==> src/design/FetchTypes.sv <==
// Shared definitions for the instruction fetch subsystem
// Address and cache geometry, address and line types,
// page-table word layout and the fetch state enum
package FetchTypes;

    localparam int VirtualAddrWidth = 32;
    localparam int PhysicalAddrWidth = 24;
    localparam int PageOffsetWidth = 12;
    localparam int InsnSize = 4;

    localparam int LineWidth = 128;
    localparam int LineOffsetWidth = 4;
    localparam int ICacheIndexWidth = 4;
    localparam int ICacheTagWidth = 16;
    localparam int ICacheLines = 1 << ICacheIndexWidth;

    localparam int ITlbEntries = 4;
    localparam int ITlbIndexWidth = $clog2(ITlbEntries);

    localparam int VpnWidth = VirtualAddrWidth - PageOffsetWidth;
    localparam int PpnWidth = PhysicalAddrWidth - PageOffsetWidth;
    localparam int LineAddrWidth = PhysicalAddrWidth - LineOffsetWidth;

    // Page-table word layout, PPN in the low bits
    localparam int PteWidth = 32;
    localparam int PteSizeLog2 = 2;
    localparam int PteValidBit = 31;
    localparam int PteExecBit = 30;

    typedef logic [VirtualAddrWidth-1:0] vaddr_t;
    typedef logic [PhysicalAddrWidth-1:0] paddr_t;
    typedef logic [VpnWidth-1:0] vpn_t;
    typedef logic [PpnWidth-1:0] ppn_t;
    typedef logic [LineAddrWidth-1:0] lineAddr_t;
    typedef logic [LineWidth-1:0] line_t;
    typedef logic [ICacheIndexWidth-1:0] cacheIndex_t;
    typedef logic [ICacheTagWidth-1:0] cacheTag_t;
    typedef logic [PteWidth-1:0] pte_t;

    localparam vaddr_t InitialPc = 32'h0000_1000;

    typedef enum logic [1:0] {
        Fetch = 2'd0,
        RefillTlb = 2'd1,
        RefillCache = 2'd2
    } FetchState;

endpackage

==> src/design/MemReadIF.sv <==
// Line-wide memory read channel
// Requester holds readReq and addr until grant, readValue valid with grant
`timescale 1ns/1ps

interface MemReadIF;

    logic readReq;
    FetchTypes::lineAddr_t addr;
    logic grant;
    FetchTypes::line_t readValue;

    modport requester (
        output readReq,
        output addr,
        input grant,
        input readValue
    );

    modport memory (
        input readReq,
        input addr,
        output grant,
        output readValue
    );

endinterface

==> src/design/ITlb.sv <==
// Fully associative instruction TLB
// Registered vpn lookup, single-word PTE refill over the line port,
// round-robin replacement and single-cycle invalidate
`timescale 1ns/1ps

module ITlb (
    input logic clk,
    input logic rst,
    input FetchTypes::vpn_t lookupVpn,
    input logic lookupEnable,
    output logic hit,
    output logic fault,
    output FetchTypes::ppn_t ppn,
    input logic refillStart,
    input FetchTypes::vpn_t refillVpn,
    input FetchTypes::paddr_t ptBase,
    input logic invalidate,
    output logic refillDone,
    MemReadIF.requester mem
);
    logic [FetchTypes::ITlbEntries-1:0] entryValid;
    logic [FetchTypes::ITlbEntries-1:0] entryFault;
    FetchTypes::vpn_t entryVpn [FetchTypes::ITlbEntries];
    FetchTypes::ppn_t entryPpn [FetchTypes::ITlbEntries];

    logic [FetchTypes::ITlbIndexWidth-1:0] replacePtr;
    logic lookedUp;
    logic busy;
    logic fillNow;
    FetchTypes::vpn_t lookupVpnReg;
    FetchTypes::vpn_t refillVpnReg;
    FetchTypes::paddr_t pteAddr;
    logic [FetchTypes::LineOffsetWidth-FetchTypes::PteSizeLog2-1:0] wordSel;
    FetchTypes::pte_t pteWord;

    // Lookup against the vpn registered last cycle
    always_comb begin
        hit = 1'b0;
        fault = 1'b0;
        ppn = '0;
        for (int i = 0; i < FetchTypes::ITlbEntries; i++) begin
            if (entryValid[i] && entryVpn[i] == lookupVpnReg) begin
                hit = lookedUp;
                fault = entryFault[i];
                ppn = entryPpn[i];
            end
        end
    end

    // PTE word within the returned line
    always_comb begin
        wordSel = pteAddr[FetchTypes::LineOffsetWidth-1:FetchTypes::PteSizeLog2];
        pteWord = mem.readValue[wordSel*FetchTypes::PteWidth +: FetchTypes::PteWidth];
        fillNow = busy && mem.grant;
        mem.readReq = busy;
        mem.addr = pteAddr[FetchTypes::PhysicalAddrWidth-1:FetchTypes::LineOffsetWidth];
    end

    always_ff @(posedge clk) begin
        if (rst) begin
            lookedUp <= 1'b0;
            busy <= 1'b0;
            refillDone <= 1'b0;
            replacePtr <= '0;
            entryValid <= '0;
        end else begin
            lookedUp <= lookupEnable;
            refillDone <= fillNow;
            if (refillStart) begin
                busy <= 1'b1;
            end else if (fillNow) begin
                busy <= 1'b0;
            end
            if (invalidate) begin
                entryValid <= '0;
            end else if (fillNow) begin
                entryValid[replacePtr] <= 1'b1;
                replacePtr <= replacePtr + 1'b1;
            end
        end
    end

    always_ff @(posedge clk) begin
        if (lookupEnable) begin
            lookupVpnReg <= lookupVpn;
        end
        if (refillStart) begin
            refillVpnReg <= refillVpn;
            pteAddr <= ptBase + FetchTypes::paddr_t'({refillVpn, {FetchTypes::PteSizeLog2{1'b0}}});
        end
        if (fillNow) begin
            entryVpn[replacePtr] <= refillVpnReg;
            entryPpn[replacePtr] <= pteWord[FetchTypes::PpnWidth-1:0];
            // Invalid or non-executable page faults on every hit
            entryFault[replacePtr] <= !pteWord[FetchTypes::PteValidBit] ||
                !pteWord[FetchTypes::PteExecBit];
        end
    end

endmodule

==> src/design/ICacheArray.sv <==
// Direct-mapped instruction cache arrays
// Valid flops, tag and data arrays read at the registered index,
// line refill over the memory read port and single-cycle invalidate
`timescale 1ns/1ps

module ICacheArray (
    input logic clk,
    input logic rst,
    input FetchTypes::cacheIndex_t index,
    input FetchTypes::cacheTag_t lookupTag,
    output logic hit,
    output FetchTypes::line_t line,
    input logic refillStart,
    input FetchTypes::lineAddr_t refillAddr,
    input logic invalidate,
    output logic refillDone,
    MemReadIF.requester mem
);
    logic [FetchTypes::ICacheLines-1:0] validBits;
    FetchTypes::cacheTag_t tagArray [FetchTypes::ICacheLines];
    FetchTypes::line_t dataArray [FetchTypes::ICacheLines];

    FetchTypes::cacheIndex_t indexReg;
    FetchTypes::lineAddr_t refillAddrReg;
    FetchTypes::cacheIndex_t fillIndex;
    FetchTypes::cacheTag_t fillTag;
    logic busy;
    logic fillNow;

    always_comb begin
        hit = validBits[indexReg] && tagArray[indexReg] == lookupTag;
        line = dataArray[indexReg];
    end

    // Line address splits into tag and index
    always_comb begin
        fillIndex = refillAddrReg[FetchTypes::ICacheIndexWidth-1:0];
        fillTag = refillAddrReg[FetchTypes::LineAddrWidth-1:FetchTypes::ICacheIndexWidth];
        fillNow = busy && mem.grant;
        mem.readReq = busy;
        mem.addr = refillAddrReg;
    end

    always_ff @(posedge clk) begin
        if (rst) begin
            busy <= 1'b0;
            refillDone <= 1'b0;
            validBits <= '0;
        end else begin
            refillDone <= fillNow;
            if (refillStart) begin
                busy <= 1'b1;
            end else if (fillNow) begin
                busy <= 1'b0;
            end
            if (invalidate) begin
                validBits <= '0;
            end else if (fillNow) begin
                validBits[fillIndex] <= 1'b1;
            end
        end
    end

    always_ff @(posedge clk) begin
        indexReg <= index;
        if (refillStart) begin
            refillAddrReg <= refillAddr;
        end
        if (fillNow) begin
            tagArray[fillIndex] <= fillTag;
            dataArray[fillIndex] <= mem.readValue;
        end
    end

endmodule

==> src/design/FetchControl.sv <==
// Fetch control
// Program counter, fetch FSM, TLB and cache hit combination,
// refill start and routing of the shared memory read port,
// deferred invalidate during refills
`timescale 1ns/1ps

module FetchControl (
    input logic clk,
    input logic rst,
    input logic redirect,
    input FetchTypes::vaddr_t redirectPc,
    input logic stall,
    input logic invalidateReq,
    output FetchTypes::vpn_t tlbLookupVpn,
    output logic tlbLookupEnable,
    input logic tlbHit,
    input logic tlbFault,
    input FetchTypes::ppn_t tlbPpn,
    output logic tlbRefillStart,
    output FetchTypes::vpn_t tlbRefillVpn,
    input logic tlbRefillDone,
    output FetchTypes::cacheIndex_t cacheIndex,
    output FetchTypes::cacheTag_t cacheLookupTag,
    input logic cacheHit,
    input FetchTypes::line_t cacheLine,
    output logic cacheRefillStart,
    output FetchTypes::lineAddr_t cacheRefillAddr,
    input logic cacheRefillDone,
    MemReadIF.memory tlbMem,
    MemReadIF.memory cacheMem,
    output logic memReadReq,
    output FetchTypes::lineAddr_t memAddr,
    input logic memGrant,
    input FetchTypes::line_t memReadValue,
    output logic fetchValid,
    output logic fetchFault,
    output FetchTypes::vaddr_t fetchPc,
    output FetchTypes::line_t fetchLine,
    output logic invalidate
);
    FetchTypes::FetchState state;
    FetchTypes::FetchState nextState;
    FetchTypes::vaddr_t pcReg;
    FetchTypes::vaddr_t nextPc;
    FetchTypes::paddr_t physPc;
    logic lookupValid;
    logic lookupActive;
    logic pendingInvalidate;
    logic refillFinishing;

    // Hit and miss combination for the pc looked up last cycle
    always_comb begin
        physPc = {tlbPpn, pcReg[FetchTypes::PageOffsetWidth-1:0]};
        lookupActive = state == FetchTypes::Fetch && lookupValid && !redirect;
        fetchValid = lookupActive && tlbHit && (tlbFault || cacheHit);
        fetchFault = lookupActive && tlbHit && tlbFault;
        fetchPc = pcReg;
        fetchLine = cacheLine;

        // TLB refill takes priority over cache refill
        tlbRefillStart = lookupActive && !tlbHit;
        tlbRefillVpn = pcReg[FetchTypes::VirtualAddrWidth-1:FetchTypes::PageOffsetWidth];
        cacheRefillStart = lookupActive && tlbHit && !tlbFault && !cacheHit;
        cacheRefillAddr = physPc[FetchTypes::PhysicalAddrWidth-1:FetchTypes::LineOffsetWidth];
        cacheLookupTag = physPc[FetchTypes::PhysicalAddrWidth-1:
            FetchTypes::LineOffsetWidth+FetchTypes::ICacheIndexWidth];
    end

    always_comb begin
        if (redirect) begin
            nextPc = redirectPc;
        end else if (fetchValid && !stall) begin
            nextPc = pcReg + FetchTypes::InsnSize;
        end else begin
            nextPc = pcReg;
        end
    end

    always_comb begin
        case (state)
            FetchTypes::RefillTlb: begin
                nextState = tlbRefillDone ? FetchTypes::Fetch : FetchTypes::RefillTlb;
            end
            FetchTypes::RefillCache: begin
                nextState = cacheRefillDone ? FetchTypes::Fetch : FetchTypes::RefillCache;
            end
            default: begin
                if (tlbRefillStart) begin
                    nextState = FetchTypes::RefillTlb;
                end else if (cacheRefillStart) begin
                    nextState = FetchTypes::RefillCache;
                end else begin
                    nextState = FetchTypes::Fetch;
                end
            end
        endcase
    end

    // Next lookup, index bits lie inside the page offset
    always_comb begin
        tlbLookupVpn = nextPc[FetchTypes::VirtualAddrWidth-1:FetchTypes::PageOffsetWidth];
        tlbLookupEnable = nextState == FetchTypes::Fetch;
        cacheIndex = nextPc[FetchTypes::LineOffsetWidth+FetchTypes::ICacheIndexWidth-1:
            FetchTypes::LineOffsetWidth];
    end

    // Invalidate at once in Fetch, otherwise when the refill ends
    always_comb begin
        refillFinishing = (state == FetchTypes::RefillTlb && tlbRefillDone) ||
            (state == FetchTypes::RefillCache && cacheRefillDone);
        if (state == FetchTypes::Fetch) begin
            invalidate = invalidateReq;
        end else begin
            invalidate = refillFinishing && (pendingInvalidate || invalidateReq);
        end
    end

    // Shared memory port follows the state
    always_comb begin
        tlbMem.readValue = memReadValue;
        cacheMem.readValue = memReadValue;
        tlbMem.grant = state == FetchTypes::RefillTlb && memGrant;
        cacheMem.grant = state == FetchTypes::RefillCache && memGrant;
        case (state)
            FetchTypes::RefillTlb: begin
                memReadReq = tlbMem.readReq;
                memAddr = tlbMem.addr;
            end
            FetchTypes::RefillCache: begin
                memReadReq = cacheMem.readReq;
                memAddr = cacheMem.addr;
            end
            default: begin
                memReadReq = 1'b0;
                memAddr = cacheMem.addr;
            end
        endcase
    end

    always_ff @(posedge clk) begin
        if (rst) begin
            state <= FetchTypes::Fetch;
            pcReg <= FetchTypes::InitialPc;
            lookupValid <= 1'b0;
            pendingInvalidate <= 1'b0;
        end else begin
            state <= nextState;
            pcReg <= nextPc;
            lookupValid <= tlbLookupEnable;
            pendingInvalidate <= state != FetchTypes::Fetch && !refillFinishing &&
                (pendingInvalidate || invalidateReq);
        end
    end

endmodule

==> src/design/FetchTop.sv <==
// Instruction fetch subsystem top level
// TLB, cache arrays and fetch control joined by two memory read channels
`timescale 1ns/1ps

module FetchTop (
    input logic clk,
    input logic rst,
    input logic redirect,
    input FetchTypes::vaddr_t redirectPc,
    input logic stall,
    input logic invalidate,
    input FetchTypes::paddr_t ptBase,
    output logic memReadReq,
    output FetchTypes::lineAddr_t memAddr,
    input logic memGrant,
    input FetchTypes::line_t memReadValue,
    output logic fetchValid,
    output logic fetchFault,
    output FetchTypes::vaddr_t fetchPc,
    output FetchTypes::line_t fetchLine
);
    FetchTypes::vpn_t tlbLookupVpn;
    logic tlbLookupEnable;
    logic tlbHit;
    logic tlbFault;
    FetchTypes::ppn_t tlbPpn;
    logic tlbRefillStart;
    FetchTypes::vpn_t tlbRefillVpn;
    logic tlbRefillDone;

    FetchTypes::cacheIndex_t cacheIndex;
    FetchTypes::cacheTag_t cacheLookupTag;
    logic cacheHit;
    FetchTypes::line_t cacheLine;
    logic cacheRefillStart;
    FetchTypes::lineAddr_t cacheRefillAddr;
    logic cacheRefillDone;

    logic arrayInvalidate;

    MemReadIF tlbMem ();
    MemReadIF cacheMem ();

    ITlb tlb (
        .clk,
        .rst,
        .lookupVpn(tlbLookupVpn),
        .lookupEnable(tlbLookupEnable),
        .hit(tlbHit),
        .fault(tlbFault),
        .ppn(tlbPpn),
        .refillStart(tlbRefillStart),
        .refillVpn(tlbRefillVpn),
        .ptBase,
        .invalidate(arrayInvalidate),
        .refillDone(tlbRefillDone),
        .mem(tlbMem.requester)
    );

    ICacheArray cache (
        .clk,
        .rst,
        .index(cacheIndex),
        .lookupTag(cacheLookupTag),
        .hit(cacheHit),
        .line(cacheLine),
        .refillStart(cacheRefillStart),
        .refillAddr(cacheRefillAddr),
        .invalidate(arrayInvalidate),
        .refillDone(cacheRefillDone),
        .mem(cacheMem.requester)
    );

    FetchControl control (
        .clk,
        .rst,
        .redirect,
        .redirectPc,
        .stall,
        .invalidateReq(invalidate),
        .tlbLookupVpn,
        .tlbLookupEnable,
        .tlbHit,
        .tlbFault,
        .tlbPpn,
        .tlbRefillStart,
        .tlbRefillVpn,
        .tlbRefillDone,
        .cacheIndex,
        .cacheLookupTag,
        .cacheHit,
        .cacheLine,
        .cacheRefillStart,
        .cacheRefillAddr,
        .cacheRefillDone,
        .tlbMem(tlbMem.memory),
        .cacheMem(cacheMem.memory),
        .memReadReq,
        .memAddr,
        .memGrant,
        .memReadValue,
        .fetchValid,
        .fetchFault,
        .fetchPc,
        .fetchLine,
        .invalidate(arrayInvalidate)
    );

endmodule

==> config.mk <==
export PLATFORM = sky130hd
export DESIGN_NAME = FetchTop
export DESIGN_NICKNAME = d
export VERILOG_FILES = /design/src/design/FetchTypes.sv /design/src/design/MemReadIF.sv /design/src/design/ITlb.sv /design/src/design/ICacheArray.sv /design/src/design/FetchControl.sv /design/src/design/FetchTop.sv
export SDC_FILE = /design/constraint.sdc
export NUM_CORES = 2
export LEC_CHECK = 0
export ABC_AREA = 1
export BUFFER_PORTS_ARGS = -buffer_cell sky130_fd_sc_hd__buf_2
export CORE_UTILIZATION = 50
export CTS_CLUSTER_DIAMETER = 150
export DETAILED_ROUTE_END_ITERATION = 8
export HOLD_SLACK_MARGIN = 0.02
export PLACE_DENSITY_LB_ADDON = 0.15
export SLEW_MARGIN = 20
export SYNTH_ARGS = -nofsm -noshare
export SYNTH_HDL_FRONTEND = slang
export SYNTH_HIERARCHICAL = 1
export SYNTH_SLANG_ARGS = --single-unit
==> constraint.sdc <==
create_clock -name clk -period 10.7 [get_ports clk]
set_input_delay 0.535 -clock clk [delete_from_list [all_inputs] [get_ports clk]]
set_output_delay 0.535 -clock clk [all_outputs]
set_load 0.05 [all_outputs]
# Word level (Yosys, flattened, before mapping)

Memory sizes are Yosys's and may differ from the RTL's. A register that Yosys moved wholly into a read port is not among the register bits.
Index checks and enable logic that the tools add are counted.

Flip-flop bits (word level): 154
Bits in writable memories: 2,432
Input port bits: 190
Output and inout bits: 183
Word-level logic and storage cells: 123
Memories kept: 4

$add $sub $neg: 3
Magnitude comparators: 5
Eq/ne operators: 7
Shift operators: 1
Multiplexer cells: 37
Bitwise logic cells: 3
Reductions and logical operators: 45

Memory list:

| memory          | depth | bits a word | read ports | clocked after memory_dff | write ports | RTL line          | source |
|---|---|---|---|---|---|---|---|
| cache.dataArray | 16    | 128         | 1          | 1                        | 1           | ICacheArray.sv:21 | `FetchTypes::line_t dataArray [FetchTypes::ICacheLines];` |
| cache.tagArray  | 16    | 16          | 1          | 1                        | 1           | ICacheArray.sv:20 | `FetchTypes::cacheTag_t tagArray [FetchTypes::ICacheLines];` |
| tlb.entryVpn    | 4     | 20          | 4          | 0                        | 1           | ITlb.sv:23        | `FetchTypes::vpn_t entryVpn [FetchTypes::ITlbEntries];` |
| tlb.entryPpn    | 4     | 12          | 4          | 0                        | 1           | ITlb.sv:24        | `FetchTypes::ppn_t entryPpn [FetchTypes::ITlbEntries];` |

Operator list:

| cell                  | count |
|---|---|
| $shiftx 128x8->32     | 1 |
| $eq 20x20->1          | 4 |
| $mux 32               | 2 |
| $mux 12               | 4 |
| $add 32x3->32 const B | 1 |
| $logic_and 1x1->1     | 25 |
| $add 24x22->24        | 1 |
| $mux 1                | 21 |
| $mux 20               | 1 |
| $eq 16x16->1          | 1 |
| $or 16x16->16         | 1 |
| $lt 4x5->1 const B    | 2 |
| $logic_not 1->1       | 8 |
| $reduce_bool 2->1     | 4 |
| $mux 2                | 3 |
| $bmux 1 s4            | 1 |
| $bwmux 4              | 1 |
| $demux 1 s4           | 1 |
| $ge 4x1->1 const B    | 1 |
| $logic_not 2->1       | 2 |
| $logic_or 1x1->1      | 4 |
| $or 4x4->4            | 1 |
| $pmux 2 s2            | 1 |
| $lt 2x3->1 const B    | 1 |
| other kinds (9)       | 9 |

# Depth between registers and ports, before layout

An unclocked memory read counts as a cell.

Depth after elaboration: 15
Mapped depth: 31
Gate-level depth less buffers: 28

# Modules after synthesis

The synthesis kept the hierarchy.

By module, submodules not included:

| module       | instances | cells an instance | area an instance (um^2) | seq. area each (um^2) |
|---|---|---|---|---|
| ICacheArray  | 1         | 6,568             | 90,659.4                | 70,227.4 |
| ITlb         | 1         | 950               | 9,743.1                 | 6,005.8 |
| FetchControl | 1         | 935               | 6,243.5                 | 720.7 |

# Least setup slack after synthesis

OpenSTA, ideal clock, no wires.

Path type: register to register
Start: register control.state[0]
End: memory cache/dataArray[12][0] in the netlist's numbering, enable pin
Setup time: 0.650 ns
Data arrival time: 6.995 ns
Data required time: 10.050 ns
Setup slack: 3.055 ns
Cell stages (with the launch flop): 9
Buffers on the path: 0
Clock period less this slack: 7.645 ns
Path through: dfxtp_1 inv_1 ha_1 nand2_1 inv_1 nand2_1 nor3_1 inv_1 nor2_1

Longest elaborated chain between the ends: 5

RTL lines:

| element                      | RTL line            | source |
|---|---|---|
| from (decl)                  | FetchControl.sv:41  | `FetchTypes::FetchState state;` |
| from (signal assigned)       | FetchControl.sv:142 | `state <= FetchTypes::Fetch;` |
| from (signal assigned)       | FetchControl.sv:147 | `state <= nextState;` |
| $eq 2x2->1                   | FetchControl.sv:123 | `cacheMem.grant = state == FetchTypes::RefillCache && memGrant;` |
| $logic_and 1x1->1            | FetchControl.sv:123 |  |
| named net cacheMem.grant     | MemReadIF.sv:9      | `logic grant;` |
| $logic_and 1x1->1            | ICacheArray.sv:39   | `fillNow = busy && mem.grant;` |
| $mux 1                       | ICacheArray.sv:69   | `if (fillNow) begin` |
| $mux 1 (implied by the code) | ICacheArray.sv:71   | `dataArray[fillIndex] <= mem.readValue;` |
| to (decl)                    | ICacheArray.sv:21   |  |

The timed path passes the listed nets, and every way through them passes these cells.

==> impl_metrics.env <==
export IMPL_status="finished, final reports clean"
export IMPL_drive_gt1_share_pct=10.9
export IMPL_vias=67020
export IMPL_clock_sinks=2585
export IMPL_cts_buffer_depth=4
export IMPL_fin_crit_ps=7060
export IMPL_start_util_pct=50.5
export IMPL_clkLatencyLatePin_ps=940
export IMPL_vdd_drop_max_mv=0.189
export IMPL_p_per_area_nw_per_um2=189
export IMPL_crit_slowest_cell="buf_4"
export IMPL_grt_usage_pct=26.5
export IMPL_critical_path_required_ps=10170
export IMPL_fmax_ghz=0.142
export IMPL_post_drt_wl_per_cell_um=25.5
export IMPL_htree_num_levels=5
export IMPL_syn2layout_area_growth_pct=10.7
export IMPL_dr_pass1_iters=6
export IMPL_synth_area_per_cell_sq_um=12.7
export IMPL_final_max_slew_viol_count=0
export IMPL_hp_class="in2reg"
export IMPL_cp_data_arrival_time_ps=6520
export IMPL_yosysWarnings=6
export IMPL_finalWeightedCongestion=0.892
export IMPL_io_pin_count=373
export IMPL_p_leak_nw=39.6
export IMPL_syn_nets=8600
export IMPL_hpwlAfterDp_um=143000
export IMPL_numPortBuffers=370
export IMPL_cts_root_buf="clkbuf_16"
export IMPL_setup_violations=0
export IMPL_max_slew_margin_rel_pct=10.3
export IMPL_overflow=0
export IMPL_worstMarginPinSlew_ps=1350
export IMPL_die_width_um=463
export IMPL_endpoint_kind="output port"
export IMPL_dieArea_sq_um=214000
export IMPL_vias_per_cell=5.89
export IMPL_cts_hold_buffers=162
export IMPL_fin_util_pct=55.9
export IMPL_fin_nets=8588
export IMPL_cts_buffers=286
export IMPL_grt_max_degree=210
export IMPL_die_h_um=463
export IMPL_grt_pass1_vias=63934
export IMPL_fp_row_count=168
export IMPL_start_kind="register"
export IMPL_cts_resized=0
export IMPL_drtIter0Drc=7426
export IMPL_slowest_delay_ps=930
export IMPL_drv_cap=0
export IMPL_finalHoldViolCount=0
export IMPL_post_cts_buffers=0
export IMPL_setup_tns_ps=0
export IMPL_rsz0062_at_grt="no"
export IMPL_worstPathCellList="buf_12 > buf_4 > buf_6 > buf_4 > o21ai_0 > o221ai_1 > nand3_1 > nand2_1 > buf_2"
export IMPL_synth_area_sq_um=106000
export IMPL_drcViolationCount=0
export IMPL_ant_nets=0
export IMPL_cp_max_fo=209
export IMPL_path_clk_slew_ps=60
export IMPL_core_area_sq_um=210000
export IMPL_antenna_found_initial=24
export IMPL_postSynthCellCount=8381
export IMPL_grt_pass1_wl_um=425000
export IMPL_crit_top_cell="buf_4"
export IMPL_wirelength_um=290000
export IMPL_cts_tree="done"
export IMPL_path_class="reg2out"
export IMPL_finalPower_mw=22.2
export IMPL_finalCritPeriodShare_pct=65.9
export IMPL_fin_worst_skew_ps=50.6
-- stage by stage --
| stage | hold WS, ps | cell area, sq um | setup slack, ps | cells |
|---|---|---|---|---|
| 4_1_cts | 24.0 | 117000 | 3470 | 11357 |
| 2_1_floorplan | 428 | 106000 | 3060 | 8381 |
| 3_3_place_gp | 445 | 107000 | 4570 | 10723 |
| 5_1_grt | 50.3 | 117000 | 3320 | 11367 |
| 3_5_place_dp | 448 | 107000 | 4470 | 10724 |
| 6_report | 61.3 | 117000 | 3640 | 11372 |
-- layout by cell type, fill, tap and decap left out, drive strengths merged, types with 3 or more instances in the layout --
| master | n |
|---|---|
| o21ai | 1241 |
| o22ai | 306 |
| o221ai | 263 |
| mux2i | 6 |
| nand2 | 783 |
| nand4 | 20 |
| clkbuf | 353 |
| a21oi | 71 |
| diode | 15 |
| inv | 235 |
| clkinvlp | 9 |
| nor3 | 11 |
| o21a | 5 |
| edfxtp | 2518 |
| a21o | 3 |
| clkinv | 89 |
| o21ba | 8 |
| xor2 | 22 |
| o31ai | 4 |
| xnor2 | 20 |
| ha | 28 |
| dfxtp | 67 |
| nand3 | 327 |
| nand3b | 12 |
| or2 | 18 |
| o211ai | 79 |
| buf | 463 |
| nor2 | 1391 |
| dlygate4sd3 | 162 |
| bufinv | 15 |
| nor4 | 4 |
| o32ai | 9 |
-- routing by layer --
layer / GRT usage (%) / share of wire, % / wire length [um]
met1: 36.7 / 42 / 120000
met4: 9.39 / 3.3 / 9550
met5: 0 / 0.010 / 29
met3: 3.99 / 7.3 / 21100
met2: 42.8 / 48 / 139000
-- registers in the layout (all words and copies together), names as in the netlist, 2 cells and up --
register	cells
cache/validBits	16
tlb/refillVpnReg	20
cache/dataArray	2048
tlb/entryVpn	80
tlb/entryFault	4
cache/indexReg	4
cache/tagArray	256
tlb/pteAddr	22
cache/mem.addr	20
control/fetchPc	32
tlb/lookupVpnReg	20
tlb/replacePtr	2
control/state	2
tlb/entryPpn	48
tlb/entryValid	4
-- critical path: cells and delay by family (launching register included) --
kind	cells	cell delay, ps
buffers and inverters	5	3530
DFF	1	710
AOI/OAI and AO/OA	2	460
and+or+nand+nor	2	350
-- final cells by class --
cell class | instances | area [sq um]
clock inverter | 118 | 958
multi-input combinational | 4641 | 23000
sequential | 2585 | 77000
antenna | 15 | 37.5
tap | 2805 | 3510
clock buffer | 353 | 7570
timing repair buffer | 625 | 4440
inverter | 230 | 893
fill | 17159 | 92800
-- path summary, 6_finish.rpt --
kind                            cells past startpoint                  end  slack, ps           startpoint
worst min register to register                      2  cache/validBits[13]        460  cache/validBits[13]
worst max-delay path                                9        fetchLine[60]       3640    cache/indexReg[0]
worst max register to register                     22  tlb/lookupVpnReg[8]       5010    cache/indexReg[0]
worst min-delay path                                4  control/fetchPc[13]         60       redirectPc[13]
-- power by group --
part / total [mW] / internal [mW] / switching (mW)
clock network: 9.19 / 5.34 / 3.84
registers: 11.2 / 11.1 / 0.0663
logic: 1.86 / 0.468 / 1.39
total: 22.2 / 16.9 / 5.30
(Power assumes the default switching activity.)
